$ cat src/include/uart_defines.svh
`ifndef UART_DEFINES_SVH
`define UART_DEFINES_SVH

// ############################################################
// serial timing
// ############################################################

// clock cycles per serial bit, 8N1 framing
`define UART_CLKS_PER_BIT 16

// ############################################################
// message sizes
// ############################################################

`define UART_HEADER_BYTES 80 // block header, msb first
`define UART_NONCE_BYTES 4   // nonce reply, msb first

// ############################################################
// display
// ############################################################

// cycles each digit stays lit
`define UART_SCAN_DIV 8

`endif

$ cat src/source/miner_io_pkg.sv
`default_nettype none

package miner_io_pkg;

    // ############################################################
    // fsm states
    // ############################################################

    typedef enum logic [1:0] {
        rx_idle,
        rx_start,
        rx_data,
        rx_stop
    } rx_state_t;

    typedef enum logic [1:0] {
        tx_idle,
        tx_start,
        tx_data,
        tx_stop
    } tx_state_t;

    typedef enum logic [2:0] {
        ns_idle,
        ns_load,
        ns_send,
        ns_wait_tx,
        ns_ack
    } send_state_t;

    // ############################################################
    // byte streams
    // ############################################################

    // receiver output, held one cycle
    typedef struct packed {
        logic       valid;
        logic [7:0] data;
        logic       frame_error; // stop bit sampled low
    } rx_byte_t;

    // request to the transmitter
    typedef struct packed {
        logic       start;
        logic [7:0] data;
    } tx_byte_t;

endpackage

`default_nettype wire

$ cat src/source/header_collector.sv
`timescale 1ns/1ps
`default_nettype none

`include "uart_defines.svh"

module header_collector (
    input  logic                             clock,
    input  logic                             reset,
    input  miner_io_pkg::rx_byte_t           rx_in,
    output logic                             header_req,
    input  logic                             header_ack,
    output logic [`UART_HEADER_BYTES*8-1:0]  header_data
);
    localparam int HDR_W = `UART_HEADER_BYTES * 8;
    localparam int CNT_W = $clog2(`UART_HEADER_BYTES);
    localparam logic [CNT_W-1:0] LAST_BYTE = CNT_W'(`UART_HEADER_BYTES - 1);

    logic [CNT_W-1:0] byte_cnt;
    logic             ack_wait; // req dropped, ack still high

    always_ff @(posedge clock) begin
        if (reset) begin
            header_req  <= 1'b0;
            ack_wait    <= 1'b0;
            byte_cnt    <= '0;
            header_data <= '0;
        end else if (header_req) begin
            // header held stable, incoming bytes ignored
            if (header_ack) begin
                header_req <= 1'b0;
                ack_wait   <= 1'b1;
            end
        end else if (ack_wait) begin
            if (!header_ack)
                ack_wait <= 1'b0;
        end else if (rx_in.valid) begin
            // first byte ends up on top
            header_data <= {header_data[HDR_W-9:0], rx_in.data};
            if (byte_cnt == LAST_BYTE) begin
                byte_cnt   <= '0;
                header_req <= 1'b1;
            end else begin
                byte_cnt <= byte_cnt + 1'b1;
            end
        end
    end

endmodule

`default_nettype wire

$ cat src/source/hex_display.sv
`timescale 1ns/1ps
`default_nettype none

`include "uart_defines.svh"

module hex_display (
    input  logic        clock,
    input  logic        reset,
    input  logic [31:0] value,
    output logic [7:0]  ca,
    output logic [7:0]  an
);
    localparam int DIV_W = (`UART_SCAN_DIV > 1) ? $clog2(`UART_SCAN_DIV) : 1;
    localparam logic [DIV_W-1:0] DIV_LAST = DIV_W'(`UART_SCAN_DIV - 1);

    logic [DIV_W-1:0] div;
    logic [2:0]       digit;
    logic             step;

    // active low gfedcba
    function automatic logic [6:0] glyph(input logic [3:0] nib);
        case (nib)
            4'h0: glyph = 7'b1000000;
            4'h1: glyph = 7'b1111001;
            4'h2: glyph = 7'b0100100;
            4'h3: glyph = 7'b0110000;
            4'h4: glyph = 7'b0011001;
            4'h5: glyph = 7'b0010010;
            4'h6: glyph = 7'b0000010;
            4'h7: glyph = 7'b1111000;
            4'h8: glyph = 7'b0000000;
            4'h9: glyph = 7'b0010000;
            4'ha: glyph = 7'b0001000;
            4'hb: glyph = 7'b0000011;
            4'hc: glyph = 7'b1000110;
            4'hd: glyph = 7'b0100001;
            4'he: glyph = 7'b0000110;
            default: glyph = 7'b0001110;
        endcase
    endfunction

    always_ff @(posedge clock) begin
        if (reset) begin
            div   <= '0;
            digit <= 3'd7; // first step lands on digit 0
            step  <= 1'b0;
            an    <= '1;
            ca    <= '1;
        end else begin
            step <= 1'b0;
            if (div == DIV_LAST) begin
                div   <= '0;
                digit <= digit + 1'b1;
                step  <= 1'b1;
            end else begin
                div <= div + 1'b1;
            end
            if (step) begin
                an <= ~(8'b1 << digit);
                ca <= {1'b1, glyph(value[{digit, 2'b00} +: 4])}; // dp off
            end
        end
    end

endmodule

`default_nettype wire

$ cat src/source/nonce_sender.sv
`timescale 1ns/1ps
`default_nettype none

`include "uart_defines.svh"

module nonce_sender (
    input  logic                   clock,
    input  logic                   reset,
    input  logic                   nonce_req,
    output logic                   nonce_ack,
    input  logic [31:0]            nonce_data,
    input  logic                   busy,
    output miner_io_pkg::tx_byte_t tx_out,
    output logic [31:0]            nonce_shown
);
    import miner_io_pkg::*;

    localparam int CNT_W = $clog2(`UART_NONCE_BYTES);
    localparam logic [CNT_W-1:0] LAST_BYTE = CNT_W'(`UART_NONCE_BYTES - 1);

    send_state_t      state;
    logic [CNT_W-1:0] byte_cnt;
    logic             busy_q;
    logic [31:0]      shift_q;

    // ############################################################
    // sequencing
    // ############################################################

    always_ff @(posedge clock) begin
        if (reset) begin
            state       <= ns_idle;
            byte_cnt    <= '0;
            busy_q      <= 1'b0;
            tx_out      <= '0;
            nonce_shown <= '0;
        end else begin
            busy_q       <= busy;
            tx_out.start <= 1'b0;
            case (state)
                ns_idle: begin
                    if (nonce_req)
                        state <= ns_load;
                end
                ns_load: begin
                    nonce_shown <= nonce_data; // kept for the display
                    byte_cnt    <= '0;
                    state       <= ns_send;
                end
                ns_send: begin
                    if (!busy) begin
                        tx_out.start <= 1'b1;
                        tx_out.data  <= shift_q[31:24];
                        state        <= ns_wait_tx;
                    end
                end
                ns_wait_tx: begin
                    // falling edge of busy ends the frame
                    if (busy_q && !busy) begin
                        if (byte_cnt == LAST_BYTE) begin
                            state <= ns_ack;
                        end else begin
                            byte_cnt <= byte_cnt + 1'b1;
                            state    <= ns_send;
                        end
                    end
                end
                ns_ack: begin
                    if (!nonce_req)
                        state <= ns_idle;
                end
                default: state <= ns_idle;
            endcase
        end
    end

    // top byte goes out first
    always_ff @(posedge clock) begin
        if (state == ns_load)
            shift_q <= nonce_data;
        else if (state == ns_send && !busy)
            shift_q <= {shift_q[23:0], 8'h00};
    end

    assign nonce_ack = (state == ns_ack);

endmodule

`default_nettype wire

$ cat src/source/uart_core.sv
`timescale 1ns/1ps
`default_nettype none

`include "uart_defines.svh"

module uart_core (
    input  logic                             clock,
    input  logic                             reset,
    input  logic                             rxd,
    output logic                             txd,
    output logic                             header_req,
    input  logic                             header_ack,
    output logic [`UART_HEADER_BYTES*8-1:0]  header_data,
    input  logic                             nonce_req,
    output logic                             nonce_ack,
    input  logic [31:0]                      nonce_data,
    input  logic                             display_toggle,
    output logic [7:0]                       ca,
    output logic [7:0]                       an,
    output logic                             error
);
    import miner_io_pkg::*;

    localparam int HDR_W = `UART_HEADER_BYTES * 8;

    rx_byte_t    rx_byte;
    tx_byte_t    tx_byte;
    logic        tx_busy;
    logic [31:0] nonce_shown;
    logic [31:0] display_word;

    // ############################################################
    // receive path
    // ############################################################

    uart_receiver u_receiver (
        .clock  (clock),
        .reset  (reset),
        .rxd    (rxd),
        .rx_out (rx_byte)
    );

    header_collector u_collector (
        .clock       (clock),
        .reset       (reset),
        .rx_in       (rx_byte),
        .header_req  (header_req),
        .header_ack  (header_ack),
        .header_data (header_data)
    );

    // sticky until reset
    always_ff @(posedge clock) begin
        if (reset)
            error <= 1'b0;
        else if (rx_byte.frame_error)
            error <= 1'b1;
    end

    // ############################################################
    // transmit path
    // ############################################################

    nonce_sender u_sender (
        .clock       (clock),
        .reset       (reset),
        .nonce_req   (nonce_req),
        .nonce_ack   (nonce_ack),
        .nonce_data  (nonce_data),
        .busy        (tx_busy),
        .tx_out      (tx_byte),
        .nonce_shown (nonce_shown)
    );

    uart_transmitter u_transmitter (
        .clock (clock),
        .reset (reset),
        .tx_in (tx_byte),
        .txd   (txd),
        .busy  (tx_busy)
    );

    assign display_word = display_toggle ? header_data[HDR_W-1 -: 32] : nonce_shown;

    hex_display u_display (
        .clock (clock),
        .reset (reset),
        .value (display_word),
        .ca    (ca),
        .an    (an)
    );

endmodule

`default_nettype wire

$ cat src/source/uart_receiver.sv
`timescale 1ns/1ps
`default_nettype none

`include "uart_defines.svh"

module uart_receiver (
    input  logic                   clock,
    input  logic                   reset,
    input  logic                   rxd,
    output miner_io_pkg::rx_byte_t rx_out
);
    import miner_io_pkg::*;

    localparam int CNT_W = $clog2(`UART_CLKS_PER_BIT);
    localparam logic [CNT_W-1:0] HALF_BIT = CNT_W'(`UART_CLKS_PER_BIT / 2 - 1);
    localparam logic [CNT_W-1:0] FULL_BIT = CNT_W'(`UART_CLKS_PER_BIT - 1);

    rx_state_t        state;
    logic             rxd_meta;
    logic             rxd_sync;
    logic [CNT_W-1:0] cnt;
    logic [2:0]       bit_idx;
    logic [7:0]       shift_q;

    // two flop synchronizer, line idles high
    always_ff @(posedge clock) begin
        if (reset) begin
            rxd_meta <= 1'b1;
            rxd_sync <= 1'b1;
        end else begin
            rxd_meta <= rxd;
            rxd_sync <= rxd_meta;
        end
    end

    always_ff @(posedge clock) begin
        if (reset) begin
            state   <= rx_idle;
            cnt     <= '0;
            bit_idx <= '0;
            rx_out  <= '0;
        end else begin
            rx_out <= '0; // one cycle pulse
            cnt    <= cnt + 1'b1;
            case (state)
                rx_idle: begin
                    cnt <= '0;
                    if (!rxd_sync)
                        state <= rx_start;
                end
                rx_start: begin
                    if (cnt == HALF_BIT) begin // middle of start bit
                        cnt     <= '0;
                        bit_idx <= '0;
                        state   <= rxd_sync ? rx_idle : rx_data;
                    end
                end
                rx_data: begin
                    if (cnt == FULL_BIT) begin
                        cnt     <= '0;
                        bit_idx <= bit_idx + 1'b1;
                        if (bit_idx == 3'd7)
                            state <= rx_stop;
                    end
                end
                rx_stop: begin
                    if (cnt == FULL_BIT) begin
                        state <= rx_idle;
                        if (rxd_sync) begin
                            rx_out.valid <= 1'b1;
                            rx_out.data  <= shift_q;
                        end else begin
                            rx_out.frame_error <= 1'b1; // byte dropped
                        end
                    end
                end
                default: state <= rx_idle;
            endcase
        end
    end

    // lsb arrives first
    always_ff @(posedge clock) begin
        if (state == rx_data && cnt == FULL_BIT)
            shift_q <= {rxd_sync, shift_q[7:1]};
    end

endmodule

`default_nettype wire

$ cat src/source/uart_transmitter.sv
`timescale 1ns/1ps
`default_nettype none

`include "uart_defines.svh"

module uart_transmitter (
    input  logic                   clock,
    input  logic                   reset,
    input  miner_io_pkg::tx_byte_t tx_in,
    output logic                   txd,
    output logic                   busy
);
    import miner_io_pkg::*;

    localparam int CNT_W = $clog2(`UART_CLKS_PER_BIT);
    localparam logic [CNT_W-1:0] FULL_BIT = CNT_W'(`UART_CLKS_PER_BIT - 1);

    tx_state_t        state;
    logic [CNT_W-1:0] cnt;
    logic [2:0]       bit_idx;
    logic [7:0]       shift_q;

    always_ff @(posedge clock) begin
        if (reset) begin
            state   <= tx_idle;
            cnt     <= '0;
            bit_idx <= '0;
            txd     <= 1'b1;
            busy    <= 1'b0;
        end else begin
            cnt <= cnt + 1'b1;
            case (state)
                tx_idle: begin
                    cnt <= '0;
                    if (tx_in.start) begin
                        state <= tx_start;
                        txd   <= 1'b0; // start bit
                        busy  <= 1'b1;
                    end
                end
                tx_start: begin
                    if (cnt == FULL_BIT) begin
                        cnt     <= '0;
                        bit_idx <= '0;
                        txd     <= shift_q[0];
                        state   <= tx_data;
                    end
                end
                tx_data: begin
                    if (cnt == FULL_BIT) begin
                        cnt     <= '0;
                        bit_idx <= bit_idx + 1'b1;
                        if (bit_idx == 3'd7) begin
                            txd   <= 1'b1; // stop bit
                            state <= tx_stop;
                        end else begin
                            txd <= shift_q[1]; // next bit, shifted this edge
                        end
                    end
                end
                tx_stop: begin
                    if (cnt == FULL_BIT) begin
                        busy  <= 1'b0;
                        state <= tx_idle;
                    end
                end
                default: state <= tx_idle;
            endcase
        end
    end

    always_ff @(posedge clock) begin
        if (state == tx_idle && tx_in.start)
            shift_q <= tx_in.data;
        else if (state == tx_data && cnt == FULL_BIT)
            shift_q <= {1'b0, shift_q[7:1]};
    end

endmodule

`default_nettype wire

$ cat config.mk
export PLATFORM = sky130hd
export DESIGN_NAME = uart_core
export DESIGN_NICKNAME = d
export VERILOG_FILES = /design/src/source/miner_io_pkg.sv /design/src/source/header_collector.sv /design/src/source/hex_display.sv /design/src/source/nonce_sender.sv /design/src/source/uart_core.sv /design/src/source/uart_receiver.sv /design/src/source/uart_transmitter.sv
export VERILOG_INCLUDE_DIRS = /design/src /design/src/include
export SDC_FILE = /design/constraint.sdc
export NUM_CORES = 2
export LEC_CHECK = 0
export BUFFER_PORTS_ARGS = -buffer_cell sky130_fd_sc_hd__buf_2
export CORE_AREA = 2 2 268 270
export CTS_BUF_LIST = sky130_fd_sc_hd__clkbuf_8
export CTS_CLUSTER_DIAMETER = 200
export CTS_CLUSTER_SIZE = 12
export DETAILED_ROUTE_END_ITERATION = 8
export DIE_AREA = 0 0 270 272
export PLACE_DENSITY = 0.65
export SETUP_SLACK_MARGIN = 0.4
export SYNTH_ARGS = -nofsm -noshare
export SYNTH_HDL_FRONTEND = slang
export SYNTH_SLANG_ARGS = --single-unit
$ cat constraint.sdc
create_clock -name clock -period 5.4 [get_ports clock]
set_input_delay 0.54 -clock clock [delete_from_list [all_inputs] [get_ports clock]]
set_output_delay 0.54 -clock clock [all_outputs]
set_load 0.1 [all_outputs]
==> key figures <==
Power
  – Sequential power share: 61.7%
  – Pwr per Cell Area: 294.8 nW/um2
  – Clock Power Share: 33.2%
  – NetSw: 2439 uW
  – Internal power: 7515 uW
  – Net switching share of the total power: 24.51%
  – Tot Pwr: 9954 uW
  – Logic pwr share: 5.2%
  – P_leak: 0.01352 uW
  – VDD IR max: 0.1872 mV

Layout
  – Syn-to-layout area delta: 17.89%
  – Share of layout cells above drive strength 1: 20.69%
  – Fill count: 6985
  – Non-Filler Instances: 4991
  – Most frequent cells in the layout: nand2_1 (1449), dfxtp_1 (751), a21oi_1 (711)
  – Nets: 4097
  – Most common cell after layout, fill and taps aside: nand2_1

Logic synthesis
  – Post-synth cell types: 51
  – Seq cells post-synth: 799
  – Mapped Area: 28640 um2
  – Yosys warns: 0
  – Avg Cell Area, Syn: 8.223 um2
  – Post-Synthesis Cells: 3483
  – Seq/Total Area, Yosys: 57.53%
  – Mapped Nets: 3555

Drt
  – Vias per Instance: 4.954
  – Drt pass-1 iters: 6
  – Initial DRC count: 2058
  – Final wirelength: 87.29 mm
  – Vias: 24730
  – Post-route ant nets: 0
  – Post-route DRC: 0
  – Routed WL per cell: 17.49 um

STA
  – RSZ-0062 raised after global routing: false
  – Worst-margin pin slew: 1256 ps
  – Tcrit/Tclk final: 64.42%
  – Fmax: 287.5 MHz
  – Worst Skew: 23.76 ps
  – Slew Limit Headroom: 16.28%
  – Post-route setup TNS: 0 ps
  – Final hold vios: 0
  – Max Slew Vio Count: 0
  – Final setup margin: 1921 ps
  – Crit path time final: 3479 ps
  – Final setup fails: 0

Global route
  – Antenna violations before repair: 1
  – Vias in the first global route: 22900
  – First-pass GRT wire length: 133.3 mm
  – Overall Global Routing Usage: 22.71%
  – GRT overflow: 0
  – Largest net degree at the start of global routing: 223

Flow run
  – Max-cap violations: 0

Place
  – Dpl ws: 1909 ps
  – Final HPWL DP: 59.54 mm
  – Placed Cells: 4896
  – Gpl congestion: 0.8556
  – PortBufs: 696

CTS
  – CTS tree: built
  – H-tree levels: 3
  – Clk root buf: clkbuf_8
  – Num CTS Buffers: 76
  – Clk slew on worst S/H paths: 80 ps
  – Skew-Pair Late Insertion Delay: 670 ps
  – Deepest clock path buffer count: 3
  – Clock Sink Count: 799

Setup path
  – Crit path top cell by count: nand2_1
  – CP endpoint kind: flop
  – CP max-delay cell: dfxtp_1
  – Crit-path cells: buf_4 > mux4_2 > mux2i_1 > nand2_1 > o21ai_0 > inv_1 > ha_1 > mux4_1 > nand2_1 > nand2_1
  – Crit path DAT: 4040 ps
  – Worst setup SP type: flop
  – Worst Setup Path Type: flop to flop
  – Worst endpoint required time: 5960 ps
  – Max incr delay on CP: 880 ps
  – Critical-path maximum fanout: 15

Die
  – Die height: 272 um
  – Initial Util: 40.48%
  – Row count: 98
  – Die width: 270 um
  – CORE AREA: 70750 um2
  – Die ar.: 73440 um2
  – Ports: 698

Outcome
  – Status: finished, final reports clean

Worst hold path
  – Hold Crit Class: primary input to flop
[registers in the layout (all words and copies together), names as in the netlist, 2 cells and up, named ones only]
| register | count |
|---|---|
| u_transmitter.bit_idx | 3 |
| u_receiver.cnt | 4 |
| u_display.div | 3 |
| u_transmitter.state | 2 |
| u_sender.nonce_shown | 32 |
| u_sender.tx_out | 9 |
| u_transmitter.shift_q | 8 |
| u_display.digit | 3 |
| u_display.ca | 7 |
| u_collector.header_data | 640 |
| u_sender.byte_cnt | 2 |
| u_sender.shift_q | 32 |
| u_receiver.shift_q | 8 |
| u_receiver.bit_idx | 3 |
| u_collector.byte_cnt | 7 |
| u_display.an | 8 |
| u_transmitter.cnt | 4 |
| u_sender.state | 3 |
| u_receiver.rx_out | 10 |
[layout make-up]
type                    instances  area [um2]  share of cell area, %
flip-flops and latches        799       16480                  48.80
multi-input cells            2407       11110                  32.91
repair buffers                715        3751                  11.11
well taps                     950        1189                  3.520
clock buffers                  76        1046                  3.098
inverters                      26       97.59                 0.2890
clock inverters                17       91.34                 0.2705
diodes                          1       2.502               0.007412
[power by group through the flow]
stage,sequential (uW),combinational [uW],clock [uW]
6_report,6140,515,3300
5_1_grt,6150,572,3630
4_1_cts,6140,517,3420
3_5_place_dp,6280,513,0
3_3_place_gp,6280,511,0
2_1_floorplan,6280,363,0
[per-stage QoR]
stage	instance area (um2)	hold WS, ps	utilization [%]
final	33760	126.3	47.72
after floorplan	28640	389.5	-
after global routing	33760	103.6	47.72
after global placement	32610	410.6	46.10
after detailed placement	32610	411.1	46.10
after CTS	33760	54.40	47.72
[routing by layer]
layer  vias up  GRT usage [%]  wire (um)
li1      12330              -          -
met1     11460          28.01      35690
met2       751          37.16      41370
met3       178          6.392       6490
met4         0          9.912       3733
met5         -              0          0
[worst paths after layout]
kind	startpoint	to	slack [ps]	cells after the start
setup reg to reg	u_display.digit[1]	u_display.ca[3]	1920	10
hold / removal	header_ack	u_collector.ack_wait	130	3
setup / recovery	u_display.digit[1]	u_display.ca[3]	1920	10
hold reg to reg	u_display.div[0]	u_display.div[0]	430	1
[worst max-delay path, delay by kind of cell (launching register included)]
kind,cells,cell delay [ps]
adder cells (fa/ha/maj),1,270
buffers and inverters,2,430
flip-flops,1,880
multiplexers,3,1310
AO/OA/AOI/OAI,1,270
AND/OR/NAND/NOR,3,220
[kinds of logic after synthesis]
kind of cell    synth area share [%]
mux                            2.267
buf+inv                        3.722
xor+xnor                      0.3058
other cells                  0.01309
compound gates                 13.41
simple gates                   21.27
fa+ha+maj                      1.485
flops                          57.53
[what timing repair did]
item	4_1_cts	5_1_grt
hold buffers	1	0
endpoints found under the hold margin	1	0
endpoints found under the setup margin	0	0
buffers inserted	0	0
gates resized for setup	0	0
[cell usage after synthesis (all sizes together)]
| master | instances | area [um2] |
|---|---|---|
| nand2 | 1450 | 5443 |
| dfxtp | 751 | 15030 |
| a21oi | 711 | 3558 |
| clkbuf | 237 | 889.6 |
| edfxtp | 48 | 1441 |
| nor2 | 38 | 142.6 |
| ha | 34 | 425.4 |
| inv | 26 | 97.60 |
| o21ai | 24 | 120.1 |
| mux4 | 17 | 386.6 |
| buf | 14 | 78.82 |
| nor3 | 13 | 65.06 |
| and2 | 12 | 75.07 |
| mux2i | 12 | 161.4 |
| nand3 | 12 | 60.06 |
| mux2 | 9 | 101.4 |
| nor3b | 8 | 60.06 |
| nand2b | 6 | 37.54 |
| nor2b | 5 | 31.28 |
| o211ai | 5 | 37.54 |
| xnor2 | 5 | 43.79 |
| xor2 | 5 | 43.79 |
| a211oi | 4 | 30.03 |
| nand4 | 4 | 25.02 |
| or2 | 4 | 25.02 |
| a2111oi | 3 | 26.28 |
| and3 | 3 | 18.77 |
| nor4b | 3 | 26.28 |
| or3 | 3 | 18.77 |
| a21boi | 2 | 15.01 |
| a31oi | 2 | 12.51 |
| a221oi | 1 | 8.760 |
| a311o | 1 | 10.01 |
| a41oi | 1 | 8.760 |
| and4b | 1 | 10.01 |
| conb | 1 | 3.750 |
| nand3b | 1 | 7.510 |
| nand4b | 1 | 8.760 |
| nor4bb | 1 | 10.01 |
| o21a | 1 | 7.510 |
| o22ai | 1 | 6.260 |
| or3b | 1 | 8.760 |
| or4 | 1 | 7.510 |
| or4b | 1 | 10.01 |
(Power assumes the default switching activity.)
